--- src/host_chan_pkg.sv ---
package host_chan_pkg;

    // Geometry of one stream beat on both sides of the adapter
    localparam int TDATA_WIDTH = 256;
    localparam int NUM_OF_SEG = 2;

    // Bytes in one segment, used to find the first keep bit of each segment
    localparam int SEG_BYTES = TDATA_WIDTH / NUM_OF_SEG / 8;

    // Format and type byte of a TLP header
    // Memory requests use the 4DW form since the header carries a 64 bit address
    typedef enum logic [7:0] {
        MEM_RD = 8'h20,
        MEM_WR = 8'h60,
        CPL    = 8'h0a,
        CPLD   = 8'h4a,
        MSG    = 8'h30
    } tlp_op_e;

    // Request header as it sits in segment 0 of the first beat of a packet
    // The first field is the most significant one
    typedef struct packed {
        tlp_op_e      fmt_type;
        logic [9:0]   length;
        logic [9:0]   tag;
        logic [2:0]   pf_num;
        logic [10:0]  vf_num;
        logic         vf_active;
        logic [63:0]  addr;
        logic [20:0]  reserved;
    } tlp_req_hdr_t;

    // Per-segment user bits of the platform stream
    typedef struct packed {
        // Data mover format when set, power user format when clear
        logic dm_mode;
        logic sop;
        logic eop;
    } seg_user_t;

    // One beat of the platform stream seen by the accelerator
    typedef struct packed {
        logic [TDATA_WIDTH-1:0]            data;
        logic [TDATA_WIDTH/8-1:0]          keep;
        logic                              last;
        seg_user_t [NUM_OF_SEG-1:0]        user;
    } pim_beat_t;

    // One beat of the subsystem stream
    typedef struct packed {
        logic [TDATA_WIDTH-1:0]            data;
        logic [TDATA_WIDTH/8-1:0]          keep;
        logic                              last;
        // Bit 0 carries the data mover format flag, the rest is unused here
        logic [9:0]                        tuser_vendor;
    } fim_beat_t;

endpackage

--- src/tlp_tx_steer.sv ---
module tlp_tx_steer
#(
    parameter logic [2:0]  PF_NUM    = 3'd0,
    parameter logic [10:0] VF_NUM    = 11'd0,
    parameter logic        VF_ACTIVE = 1'b0
)
(
    input  logic                     clk,
    input  logic                     reset_n,

    // Single transmit stream from the accelerator
    input  logic                     afu_tx_valid,
    input  host_chan_pkg::pim_beat_t afu_tx,
    output logic                     afu_tx_ready,

    // Channel A takes everything except memory reads
    output logic                     pim_tx_a_valid,
    output host_chan_pkg::pim_beat_t pim_tx_a,
    input  logic                     pim_tx_a_ready,

    // Channel B takes memory reads so they can pass queued writes
    output logic                     pim_tx_b_valid,
    output host_chan_pkg::pim_beat_t pim_tx_b,
    input  logic                     pim_tx_b_ready
);

    import host_chan_pkg::*;

    localparam int HDR_BITS = $bits(tlp_req_hdr_t);

    tlp_req_hdr_t hdr;
    pim_beat_t    stamped;
    logic         route_b;
    logic         route_b_q;
    logic         in_pkt_q;
    logic         tx_xfer;

    // Header view of segment 0, stamped with this function's identity on a start beat
    always_comb
    begin
        hdr = tlp_req_hdr_t'(afu_tx.data[HDR_BITS-1:0]);
        stamped = afu_tx;
        if (afu_tx.user[0].sop)
        begin
            hdr.pf_num = PF_NUM;
            hdr.vf_num = VF_NUM;
            hdr.vf_active = VF_ACTIVE;
            stamped.data[HDR_BITS-1:0] = hdr;
        end
    end

    // A start beat picks its channel from the header, later beats follow the held route
    assign route_b = in_pkt_q ? route_b_q : (hdr.fmt_type == MEM_RD);

    // Both channels see the same beat, valid marks the one that owns it
    assign pim_tx_a = stamped;
    assign pim_tx_b = stamped;
    assign pim_tx_a_valid = afu_tx_valid && !route_b;
    assign pim_tx_b_valid = afu_tx_valid && route_b;

    // Back-pressure comes only from the chosen channel
    assign afu_tx_ready = route_b ? pim_tx_b_ready : pim_tx_a_ready;
    assign tx_xfer = afu_tx_valid && afu_tx_ready;

    always_ff @(posedge clk)
    begin
        if (!reset_n)
        begin
            in_pkt_q <= 1'b0;
        end
        else if (tx_xfer)
        begin
            // Stay inside the packet until its last beat has gone
            in_pkt_q <= !afu_tx.last;
        end
    end

    // Route of the packet in flight, taken when its start beat transfers
    always_ff @(posedge clk)
    begin
        if (tx_xfer)
        begin
            route_b_q <= route_b;
        end
    end

    // A new packet must not start before the previous one ended with its last beat
    a_no_sop_in_pkt : assert property (
        @(posedge clk) disable iff (!reset_n)
        (tx_xfer && afu_tx.user[0].sop) |-> !in_pkt_q
    );

endmodule

--- config.mk ---
export PLATFORM = sky130hd
export DESIGN_NAME = tlp_tx_steer
export DESIGN_NICKNAME = d
export VERILOG_FILES = /design/src/host_chan_pkg.sv /design/src/tlp_tx_steer.sv
export SDC_FILE = /design/constraint.sdc
export NUM_CORES = 1
export LEC_CHECK = 0
export ABC_AREA = 1
export BUFFER_PORTS_ARGS = -buffer_cell sky130_fd_sc_hd__buf_4
export CORE_AREA = 2 2 350 352
export CTS_CLUSTER_DIAMETER = 200
export DETAILED_ROUTE_END_ITERATION = 12
export DIE_AREA = 0 0 352 354
export SETUP_SLACK_MARGIN = 0.5
export SYNTH_ARGS = -nofsm -noshare
export SYNTH_HDL_FRONTEND = slang
export SYNTH_SLANG_ARGS = --single-unit
--- constraint.sdc ---
create_clock -name clk -period 1.3 [get_ports clk]
set_clock_uncertainty 0.1 [all_clocks]
set_input_delay 0 -clock clk [delete_from_list [all_inputs] [get_ports clk]]
set_output_delay 0 -clock clk [all_outputs]
set_load 0.05 [all_outputs]
==> flow_metrics.tcl <==
set metrics [dict create \
    outcome "complete, but fails checks" \
    violations "setup timing" \
    drc 0 \
    cts_buffer_depth 2 \
    synth-xor-area-share 0 \
    required_ns 1.20 \
    cp_num_cells 1 \
    crit_slowest_cell "dlygate4sd3_1" \
    multiInputGateArea_um2 309 \
    synth.avg_cell_area_um2 7.27 \
    gp_congestion 0.711 \
    crit_family "buffers and inverters" \
    finalCritPeriodShare 1.12 \
    final_common_cell "buf_12" \
    synth_top_family_by_area "buffers and inverters" \
    worstSkewPairLatency_ns 0.22 \
    numPortBuffers 82 \
    grt.met1_usage 0.109 \
    yosysSeqAreaShare 0.0109 \
    drv_cap 0 \
    finalSetupTns_ns -1.77 \
    p_per_area_mw_per_mm2 930 \
    dieArea_mm2 0.125 \
    drt-pass1-iter-count 4 \
    grt_overflow 0 \
    setup_viol 15 \
    grt.busiest_layer "met2" \
    synthToLayoutAreaGrowth_pct 59.1 \
    yosysUniqueCellTypes 14 \
    drv_slew 0 \
    layout_setup_ws_ns -0.159 \
    root_buffer "clkbuf_16" \
    reg2reg_depth 9 \
    ant_nets 0 \
    grt_pass1_wl_um 77500 \
    syn_nets 934 \
    cts_max_level 1 \
    cp_max_fo 2 \
    ioPinCount 893 \
    drive_above_1_share 0.917 \
    crit_path_end_kind "output port" \
    die_w_um 352 \
    cts_tree "built" \
    startpoint_type "primary input" \
    via_per_inst 1.37 \
    crit_chain "dlygate4sd3_1" \
    power.leakage_nw 2.77 \
    synthCells 634 \
    track_usage 0.107 \
    drt_iter0_drc 83 \
    wl_per_cell_um 34.3 \
    synth_mux_area_frac 0 \
    tightest_slew_ns 1.22 \
    ir_drop_uv 449 \
    dpl.hpwl_um 66200 \
    nets 721 \
    grt_pass1_vias 2862 \
    antenna_found_initial 9 \
    synth-compound-area-share 0.00109 \
    core-area_mm2 0.121 \
    cp.arrival_ns 1.36 \
    hold_depth 3 \
    regArea_um2 51.3 \
    dieHeight_um 354 \
    min_period_ns 1.46 \
    layout_common_cells "buf_12, clkbuf_2, buf_4" \
    syn_area_mm2 0.00461 \
    finalHoldViolCount 0 \
    cts_buffers 3 \
    fmax_mhz 685 \
    yosys_warnings 0 \
    timing_worst_setup_path_type "in -> out" \
    vias 2793 \
    gr-usage-met2 0.162 \
    core.rowCount 128 \
    n_fill_cell 14100 \
    critPathMaxStageDelay_ns 1.35 \
    synth-seq-cells 2 \
    clk_pin_slew_worst_paths_ns 0.03 \
    yosys.area_share.simple 0.0331 \
    rsz0062_at_grt "yes" \
    slew_headroom 0.182 \
    wl_um 70200 \
    clock-sinks 2 \
    finalPower_mw 6.82 \
    start_util 0.0381 \
    grtUsageMet3 0.105 \
    synth_fa_ha_area_frac 0 \
    hold_path.class "in -> reg" \
    crit_buf_inv 1 \
    grt_start_max_net_pins 10 \
]
[path summary, 6_finish.rpt]
kind,start,to,slack (ns)
min reg2reg,in_pkt_q,in_pkt_q,0.57
max,afu_tx[179],pim_tx_b[179],-0.16
max reg2reg,in_pkt_q,route_b_q,-0.12
min,afu_tx_valid,route_b_q,0.03
[cells in the mapped netlist]
master      n  share of area
nand4_1     1         0.0014
nor3b_1     1         0.0016
a21oi_1     1         0.0011
nand2_1     6         0.0049
nand2_2     2         0.0027
inv_1      22          0.018
dfxtp_1     1         0.0043
nand3_2     2         0.0043
nor2_1     19          0.015
or2_0       1         0.0014
nor2_2      1         0.0014
clkbuf_1    1        0.00081
buf_4     575           0.94
edfxtp_1    1         0.0065
[metrics by stage]
stage	std cells	hold WS [ns]	instance area, um^2	utilization	setup slack, ns
floorplan	634	-0.0392	4780	-	0.0696
global placement	1769	-0.0995	3100	0.0256	0.00884
detailed placement	1769	-0.0995	3100	0.0256	-0.0352
CTS	2039	-0.0993	7670	0.0635	-0.117
global route	2045	0.0517	7330	0.0607	-0.183
finish	2046	0.0280	7340	0.0607	-0.159
[cell type report]
class	instances	share of cell area
repair buffers	358	0.651
well taps	1625	0.277
multi-input cells	34	0.0421
inverters	22	0.0113
clock buffers	4	0.0107
flip-flops and latches	2	0.00699
diodes	1	0.000341
[per-layer routing]
layer | vias to the layer above | routed length [um]
met4 | 18 | 429
li1 | 962 | -
met3 | 40 | 14500
met1 | 1220 | 24500
met5 | - | 414
met2 | 553 | 30300
[sequential cells by signal, summed over array words and instances (netlist names)]
signal	cells
in_pkt_q	1
route_b_q	1
[cells by family (layout without fill, tap and decap cells)]
group                  Yosys count  in the layout
buffers and inverters          598            384
AND/OR/NAND/NOR                 33             33
AO/OA/AOI/OAI                    1              1
flip-flops                       2              2
other                            0              1
[power breakdown]
group | switching (mW) | leakage [nW] | internal, mW
sequential | 0.00251 | 0.0183 | 0.0718
combinational | 4.80 | 2.71 | 1.47
clock | 0.0781 | 0.0382 | 0.404
total | 4.88 | 2.77 | 1.94
[what timing repair did]
action	CTS	global route
gates resized for setup	16	270
buffers inserted	1	0
pin swaps	6	5
endpoints found under the hold margin	541	12
cloned	0	0
endpoints found under the setup margin	20	180
hold buffers	265	6
(Power assumes the default switching activity.)
