File: config.mk
export PLATFORM = sky130hd
export DESIGN_NAME = wr_commit_tracker
export DESIGN_NICKNAME = d
export VERILOG_FILES = /design/src/host_chan_pkg.sv /design/src/wr_commit_tracker.sv
export SDC_FILE = /design/constraint.sdc
export NUM_CORES = 1
export LEC_CHECK = 0
export ABC_CLOCK_PERIOD_IN_PS = 4430
export BUFFER_PORTS_ARGS = -buffer_cell sky130_fd_sc_hd__buf_2
export CORE_AREA = 2 2 122 124
export CTS_CLUSTER_DIAMETER = 150
export CTS_CLUSTER_SIZE = 14
export DETAILED_ROUTE_END_ITERATION = 7
export DIE_AREA = 0 0 124 126
export GPL_ROUTABILITY_DRIVEN = 0
export PLACE_DENSITY = 0.4
export SYNTH_ARGS = -nofsm -noshare
export SYNTH_HDL_FRONTEND = slang
export SYNTH_SLANG_ARGS = --single-unit
File: constraint.sdc
create_clock -name clk -period 4.43 [get_ports clk]
set_input_delay 0.886 -clock clk [delete_from_list [all_inputs] [get_ports clk]]
set_output_delay 0.886 -clock clk [all_outputs]
set_load 0.01 [all_outputs]
File: src/host_chan_pkg.sv
package host_chan_pkg;

    // Geometry of one stream beat on both sides of the adapter
    localparam int TDATA_WIDTH = 256;
    localparam int NUM_OF_SEG = 2;

    // Bytes in one segment, used to find the first keep bit of each segment
    localparam int SEG_BYTES = TDATA_WIDTH / NUM_OF_SEG / 8;

    // Format and type byte of a TLP header
    // Memory requests use the 4DW form since the header carries a 64 bit address
    typedef enum logic [7:0] {
        MEM_RD = 8'h20,
        MEM_WR = 8'h60,
        CPL    = 8'h0a,
        CPLD   = 8'h4a,
        MSG    = 8'h30
    } tlp_op_e;

    // Request header as it sits in segment 0 of the first beat of a packet
    // The first field is the most significant one
    typedef struct packed {
        tlp_op_e      fmt_type;
        logic [9:0]   length;
        logic [9:0]   tag;
        logic [2:0]   pf_num;
        logic [10:0]  vf_num;
        logic         vf_active;
        logic [63:0]  addr;
        logic [20:0]  reserved;
    } tlp_req_hdr_t;

    // Per-segment user bits of the platform stream
    typedef struct packed {
        // Data mover format when set, power user format when clear
        logic dm_mode;
        logic sop;
        logic eop;
    } seg_user_t;

    // One beat of the platform stream seen by the accelerator
    typedef struct packed {
        logic [TDATA_WIDTH-1:0]            data;
        logic [TDATA_WIDTH/8-1:0]          keep;
        logic                              last;
        seg_user_t [NUM_OF_SEG-1:0]        user;
    } pim_beat_t;

    // One beat of the subsystem stream
    typedef struct packed {
        logic [TDATA_WIDTH-1:0]            data;
        logic [TDATA_WIDTH/8-1:0]          keep;
        logic                              last;
        // Bit 0 carries the data mover format flag, the rest is unused here
        logic [9:0]                        tuser_vendor;
    } fim_beat_t;

endpackage

File: src/wr_commit_tracker.sv
module wr_commit_tracker
#(
    parameter int CNT_WIDTH = 8
)
(
    input  logic                     clk,
    input  logic                     reset_n,

    // Transmit A handshake and beat, observed only
    input  logic                     fim_tx_a_valid,
    input  logic                     fim_tx_a_ready,
    input  host_chan_pkg::fim_beat_t fim_tx_a,

    // Receive B handshake, one completion per transfer
    input  logic                     fim_rx_b_valid,
    input  logic                     fim_rx_b_ready,

    // Writes issued but not yet committed
    output logic [CNT_WIDTH-1:0]     wr_outstanding
);

    import host_chan_pkg::*;

    localparam int HDR_BITS = $bits(tlp_req_hdr_t);

    // Subsystem beats carry no start flag, so the tracker follows packet edges itself
    logic         start_q;
    tlp_req_hdr_t hdr;
    logic         tx_xfer;
    logic         wr_inc;
    logic         cpl_dec;

    assign hdr = tlp_req_hdr_t'(fim_tx_a.data[HDR_BITS-1:0]);
    assign tx_xfer = fim_tx_a_valid && fim_tx_a_ready;
    // Count a write once, on its header beat
    assign wr_inc = tx_xfer && start_q && (hdr.fmt_type == MEM_WR);
    assign cpl_dec = fim_rx_b_valid && fim_rx_b_ready;

    always_ff @(posedge clk)
    begin
        if (!reset_n)
        begin
            start_q <= 1'b1;
            wr_outstanding <= '0;
        end
        else
        begin
            if (tx_xfer)
            begin
                start_q <= fim_tx_a.last;
            end
            // A write and a completion in the same cycle cancel out
            if (wr_inc && !cpl_dec)
            begin
                wr_outstanding <= wr_outstanding + CNT_WIDTH'(1);
            end
            else if (cpl_dec && !wr_inc)
            begin
                wr_outstanding <= wr_outstanding - CNT_WIDTH'(1);
            end
        end
    end

    // Every completion on receive B answers a write already sent on transmit A
    a_no_underflow : assert property (
        @(posedge clk) disable iff (!reset_n)
        (cpl_dec && !wr_inc) |-> (wr_outstanding != '0)
    );

endmodule
==> metrics.md, run 1 <==
| Metric | Value |
|---|---|
| Vias per inst | `2.295` |
| Syn_area_per_cell | `8.388 um^2` |
| Die width | `124 um` |
| Unrepaired setup endpoints after global routing | `false` |
| Post-layout util | `7.587%` |
| Hold WC Path Type | `reg2reg` |
| Pre-CTS WS | `0.5166 ns` |
| Syn nets | `394` |
| DRC viols | `0` |
| Wire per inst | `6.889 um` |
| I/O pin count | `313` |
| Post-CTS setup buffers | `0` |
| Synth Area in XOR/XNOR | `5.157%` |
| Adder-Cell Fraction of Synth Area | `15.84%` |
| Placed cells | `284` |
| Vias | `661` |
| Setup Viol. Count Final | `0` |
| Number of H-tree levels | `1` |
| Simple-Gate Fraction of Synth Area | `29.47%` |
| Area growth syn-to-layout | `59.85%` |
| Hold slack | `0.5005 ns` |
| Power per cell area | `327.4 nW/um^2` |
| Ys Warns | `0` |
| GRT overflow | `0` |
| Final clock skew | `0.001241 ns` |
| Vias in the first global route | `633` |
| Final Hold Viols | `0` |
| Core Area | `14310 um^2` |
| Fin crit period | `3.606 ns` |
| Detailed Route WL | `1984 um` |
| Clk slew on worst S/H paths | `0.04 ns` |
| Post-Layout Cell Count | `288` |
| Final WS setup | `0.8244 ns` |
| Detailed Place HPWL | `1620 um` |
| Setup crit start kind | `primary input` |
| PostCTS Resize Cnt | `0` |
| Clock buffer depth | `2` |
| Complex-gate fraction of the synthesized area | `17.68%` |
| Worst-path fanout max | `7` |
| Max-cap violations | `0` |
| Die Span Y | `126 um` |
| Post-synth EDFFs | `0` |
| Yosys cell types | `34` |
| Pin count of the biggest net entering global routing | `19` |
| Largest family of logic cells by synthesized area | `simple AND/OR/NAND/NOR gates` |
| CTS Hold Bufs | `0` |
| Arrival time worst endpoint | `3.77 ns` |
| DRT Pass-1 Iters | `4` |
| CTS Sinks | `9` |
| Worst Max-Slew Pin Slew | `0.5302 ns` |
| Max Fclk | `0.2774 GHz` |
| Max Slew Vio Count | `0` |
| Final Cycle Share | `81.39%` |
| Worst EP required | `4.59 ns` |
| TritonCTS buffer count | `3` |
| Initial drt markers | `12` |
| Worst-Skew Late Latency | `0.24 ns` |
| Setup TNS | `0 ns` |
| Ys async rst share | `0%` |
| Slew headroom | `64.66%` |
| Cells after synthesis | `81` |
| Post-synthesis sequential area ratio | `26.52%` |
| Layout cell share with drive strength beyond 1 | `25.96%` |
| Diodes inserted | `0` |
| Leakage | `0.4072 nW` |
| Mapped Area | `679.4 um^2` |
| Reg2reg setup slack | `1.44 ns` |
| CP Capture Type | `register` |
| DIE AREA | `15620 um^2` |
| CP Class | `in2reg` |
| Nets | `418` |
| # rows | `44` |
| Status | `finished, final reports clean` |
| Post-synthesis mux area share | `2.947%` |
| Max rail drop VDD | `0.0001320 V` |
| Number of routed nets with antenna violations | `0` |
| Port bufs | `22` |
| TritonCTS clock tree | `built` |
| First-pass GRT wire length | `3174 um` |
| Flops & latches, synth | `9` |
| Dominant synthesized flop cell | `dfxtp_1` |
| Clock root cell | `clkbuf_16` |
| Initial Utilization | `4.747%` |
| Total GRT Usage | `2.674%` |
| Antenna violations before repair | `0` |
state kept, by name (all words and copies together) (netlist names):
signal          cells
wr_outstanding      8
start_q             1
cell usage in the layout, fill, tap and decap left out, types with 2 or more instances in the layout:
cell | synthesis | routed
buf_2 | 1 | 22
nand2_1 | 10 | 10
dfxtp_1 | 9 | 9
ha_1 | 7 | 7
a21oi_1 | 6 | 6
nand3_1 | 5 | 5
and2_1 | 4 | 4
o21ai_0 | 3 | 3
nor2_1 | 3 | 3
clkbuf_16 | 0 | 3
or4b_1 | 2 | 2
xnor2_1 | 2 | 2
mux2i_1 | 2 | 2
a2bb2oi_1 | 2 | 2
nor3_1 | 2 | 2
and3_1 | 2 | 2
xor2_1 | 2 | 2
area by class of cell:
| type | count | area [um^2] |
|---|---|---|
| Clock buffer | 4 | 78.83 |
| Fill cell | 1696 | 13230 |
| Timing Repair Buffer | 22 | 110.1 |
| Multi-Input combinational cell | 68 | 483.0 |
| Inverter | 1 | 3.754 |
| Tap cell | 184 | 230.2 |
| Sequential cell | 9 | 180.2 |
cells in the mapped netlist, drive strengths merged (2+ instances only):
library cell | count | share of area, %
a21o | 2 | 2.4
a21oi | 6 | 4.4
a2bb2oi | 2 | 2.6
and2 | 4 | 3.7
and3 | 2 | 1.8
clkbuf | 2 | 1.1
dfxtp | 9 | 27
ha | 7 | 13
mux2i | 2 | 2.9
nand2 | 10 | 5.5
nand3 | 5 | 3.7
nor2 | 3 | 1.7
nor3 | 3 | 2.9
o21ai | 4 | 2.9
or4b | 2 | 2.9
xnor2 | 2 | 2.6
xor2 | 2 | 2.6
critical path, stage by stage:
cell,delay (ns)
buf_2,0.09
nand4bb_1,0.17
or4b_1,0.51
nor4_1,0.24
ha_1,0.31
inv_1,0.19
fa_1,0.44
a21o_1,0.20
a21oi_1,0.22
a2bb2oi_1,0.29
nand4_1,0.12
o211ai_1,0.09
final timing paths:
| kind | from | to | cells after the start |
|---|---|---|---|
| setup / recovery | fim_tx_a[164] | wr_outstanding[6]$_SDFFE_PN0P_ | 12 |
| setup reg to reg | start_q$_SDFFE_PN1N_ | wr_outstanding[6]$_SDFFE_PN0P_ | 10 |
| hold reg to reg | start_q$_SDFFE_PN1N_ | start_q$_SDFFE_PN1N_ | 2 |
| hold / removal | start_q$_SDFFE_PN1N_ | start_q$_SDFFE_PN1N_ | 2 |
per-stage QoR:
step                      cell area (um^2)  total power, mW
after floorplan                      679.4           0.1625
after global placement                1007           0.1915
after detailed placement              1007           0.1926
after CTS                             1086           0.3631
after global routing                  1086           0.3781
final                                 1086           0.3556
report_power, final:
part	switching (mW)	internal, mW
sequential	0.00815	0.0899
combinational	0.0474	0.0443
clock	0.0450	0.121
routing by layer:
layer  track usage [%]  share of wire [%]  vias to the layer above
met5                 0                  0                        -
met4             1.586                2.1                        0
met3            0.7246                5.4                        3
met2             4.105                 46                       15
met1             3.315                 47                      297
li1                  -                  -                      346
kinds of logic after synthesis:
family,count (synthesis)
adder cells (fa/ha/maj),8
buffers and inverters,4
multiplexers,2
AND/OR/NAND/NOR,35
AO/OA/AOI/OAI,19
flip-flops,9
XOR/XNOR,4
Note: power is estimated with default switching activity, not from simulation.
==> inputs of run 2 (changes only) <==
--- a/config.mk
+++ b/config.mk
@@ -5,7 +5,7 @@
 export SDC_FILE = /design/constraint.sdc
 export NUM_CORES = 1
 export LEC_CHECK = 0
-export ABC_CLOCK_PERIOD_IN_PS = 4430
+export ABC_CLOCK_PERIOD_IN_PS = 3400
 export BUFFER_PORTS_ARGS = -buffer_cell sky130_fd_sc_hd__buf_2
 export CORE_AREA = 2 2 122 124
 export CTS_CLUSTER_DIAMETER = 150
==> constraint.sdc (replaced) <==
create_clock -name clk -period 3.4 [get_ports clk]
set_input_delay 0.68 -clock clk [delete_from_list [all_inputs] [get_ports clk]]
set_output_delay 0.68 -clock clk [all_outputs]
set_load 0.01 [all_outputs]
==> run 2 against run 1 <==
Effect of this change:
- non-clock buffer count rose by 12
- final area is 9.2% higher
- clock power is 30% higher
- combinational power rose by 57%
- sequential power increased by 30%
- clock skew hardly changed
- worst hold slack got worse by 0.0067 ns
- routed wire length is 9.3% higher
- first-iteration DRC count shrank 42%
- register-to-register slack got worse by 0.77 ns
- power is 37% higher
- clock-buffer cell count did not move
- highest routed layer unchanged
==> metrics.md, run 2 (synthesized netlist as in run 1, its figures left out) <==
| Metric | Value |
|---|---|
| Detailed Place HPWL | `1792 um` |
| Internal power | `349.3 uW` |
| Core Area | `14310 um^2` |
| Sequential fraction of design power | `26.1%` |
| Detailed Route WL | `2168 um` |
| Clock root cell | `clkbuf_16` |
| Max Slew Vio Count | `0` |
| Slew headroom | `79.10%` |
| Clock buffer depth | `2` |
| Final WS setup | `0.2518 ns` |
| Setup crit start kind | `primary input` |
| Unrepaired setup endpoints after global routing | `false` |
| CP Capture Type | `register` |
| GRT met2 Usage | `4.493%` |
| TritonCTS clock tree | `built` |
| Vias in the first global route | `726` |
| DIE AREA | `15620 um^2` |
| Nets | `430` |
| Post-layout util | `8.287%` |
| Number of flip-flops in the largest register | `8` |
| Leading cell type in the layout, fill and taps excluded | `buf_2` |
| Port bufs | `22` |
| I/O pin count | `313` |
| Die Span Y | `126 um` |
| Setup TNS | `0 ns` |
| Vias per inst | `2.387` |
| Pre-CTS WS | `-0.1385 ns` |
| GRT overflow | `0` |
| DRC viols | `0` |
| Slowest CP cell | `or4b_1` |
| Number of H-tree levels | `1` |
| Arrival time worst endpoint | `3.33 ns` |
| Max rail drop VDD | `0.0001967 V` |
| Most Crowded Layer GR | `met2` |
| CTS Sinks | `9` |
| Initial Utilization | `4.747%` |
| Final Hold Viols | `0` |
| Max-cap violations | `0` |
| Top reg by flops | `wr_outstanding` |
| Fillers | `1696` |
| Status | `finished, final reports clean` |
| Worst-path fanout max | `7` |
| Wire per inst | `7.227 um` |
| Sw Share | `28.18%` |
| Antenna violations before repair | `0` |
| Initial drt markers | `7` |
| Worst-Skew Late Latency | `0.24 ns` |
| Clk slew on worst S/H paths | `0.04 ns` |
| Worst EP required | `3.58 ns` |
| Diodes inserted | `0` |
| Final Cycle Share | `92.59%` |
| Die width | `124 um` |
| Met1 Use GR | `3.914%` |
| Number of routed nets with antenna violations | `0` |
| CTS Hold Bufs | `0` |
| Worst Max-Slew Pin Slew | `0.3135 ns` |
| Setup Viol. Count Final | `0` |
| CP Class | `in2reg` |
| Total GRT Usage | `2.943%` |
| Max Fclk | `0.3176 GHz` |
| Largest registers | `wr_outstanding x8, start_q x1` |
| Final clock skew | `0.001704 ns` |
| DRT Pass-1 Iters | `4` |
| Hold WC Path Type | `reg2reg` |
| TritonCTS buffer count | `3` |
| CP cell instances | `buf_2 > nand4bb_1 > or4b_1 > nor4_1 > ha_1 > inv_2 > buf_4 > ha_1 > o21ai_1 > o21bai_1 > a21oi_1 > or4b_1 > nand3_1` |
| CP peak stage delay | `0.51 ns` |
| Pin count of the biggest net entering global routing | `15` |
| Total power | `486.4 uW` |
| Area growth syn-to-layout | `74.59%` |
| First-pass GRT wire length | `3657 um` |
| Switching power | `137.1 uW` |
| Vias | `716` |
| Layout cell share with drive strength beyond 1 | `36.21%` |
| Logic pwr share | `29.6%` |
| Leakage | `0.4649 nW` |
| Met3 Usage GRT | `0.9058%` |
| Clock power frac | `44.3%` |
| Commonest non-fill, non-tap cells in the layout | `buf_2, buf_4, nand2_1, dfxtp_1, ha_1` |
| Power per cell area | `410.1 nW/um^2` |
| # rows | `44` |
| Fin crit period | `3.148 ns` |
## run 2: cell count changes in the layout (fill, tap and decap cells not counted)
cell and change:
a21oi_2 +1, a2bb2oi_2 +1, buf_4 +12, a21oi_1 -1, inv_1 -1, a2bb2oi_1 -1
inv_2 +1
## run 2: cell type report
| class | count | area (um^2) | area share [%] |
|---|---|---|---|
| clock buffer | 4 | 78.83 | 6.646 |
| inverter | 1 | 3.754 | 0.3165 |
| multi-input combinational | 68 | 493.0 | 41.56 |
| sequential | 9 | 180.2 | 15.19 |
| tap | 184 | 230.2 | 19.41 |
| timing repair buffer | 34 | 200.2 | 16.88 |
## run 2: metrics by stage
stage / hold WS [ns] / std cells / area [um^2]
CTS: 0.5023 / 300 / 1176
finish: 0.4938 / 300 / 1186
global placement: 0.4961 / 296 / 1097
detailed placement: 0.4966 / 296 / 1097
floorplan: 0.4312 / 81 / 679.4
global route: 0.5499 / 300 / 1186
## run 2: final timing paths
path                              from                             end  slack, ns  cells after the start
setup / recovery         fim_tx_a[164]  wr_outstanding[5]$_SDFFE_PN0P_       0.25                     13
hold / removal    start_q$_SDFFE_PN1N_            start_q$_SDFFE_PN1N_       0.49                      2
setup reg to reg  start_q$_SDFFE_PN1N_  wr_outstanding[5]$_SDFFE_PN0P_       0.67                     11
hold reg to reg   start_q$_SDFFE_PN1N_            start_q$_SDFFE_PN1N_       0.49                      2
## run 2: critical path: cells and delay by family
| family | cells | cell delay, ns |
|---|---|---|
| AO/OA/AOI/OAI | 3 | 0.35 |
| adder cells (fa/ha/maj) | 2 | 0.54 |
| AND/OR/NAND/NOR | 5 | 1.41 |
| buffers and inverters | 3 | 0.33 |
## run 2: repair_timing
action	4_1_cts	5_1_grt
endpoints found under the setup margin	0	3
hold endpoints to repair	0	0
gates resized for setup	0	3
buffers inserted	0	0
## run 2: per-layer routing
layer,vias up,part of all wire [%]
met2,14,46
met1,329,48
li1,371,-
met5,-,0
met4,0,0.60
met3,2,5.4
## run 2: power by group through the flow
| stage | Clock (mW) | Combinational, mW | Sequential, mW |
|---|---|---|---|
| 6_report | 0.215 | 0.144 | 0.127 |
| 4_1_cts | 0.219 | 0.141 | 0.127 |
| 2_1_floorplan | 0 | 0.0797 | 0.132 |
| 3_5_place_dp | 0 | 0.139 | 0.129 |
| 5_1_grt | 0.228 | 0.162 | 0.129 |
| 3_3_place_gp | 0 | 0.138 | 0.129 |
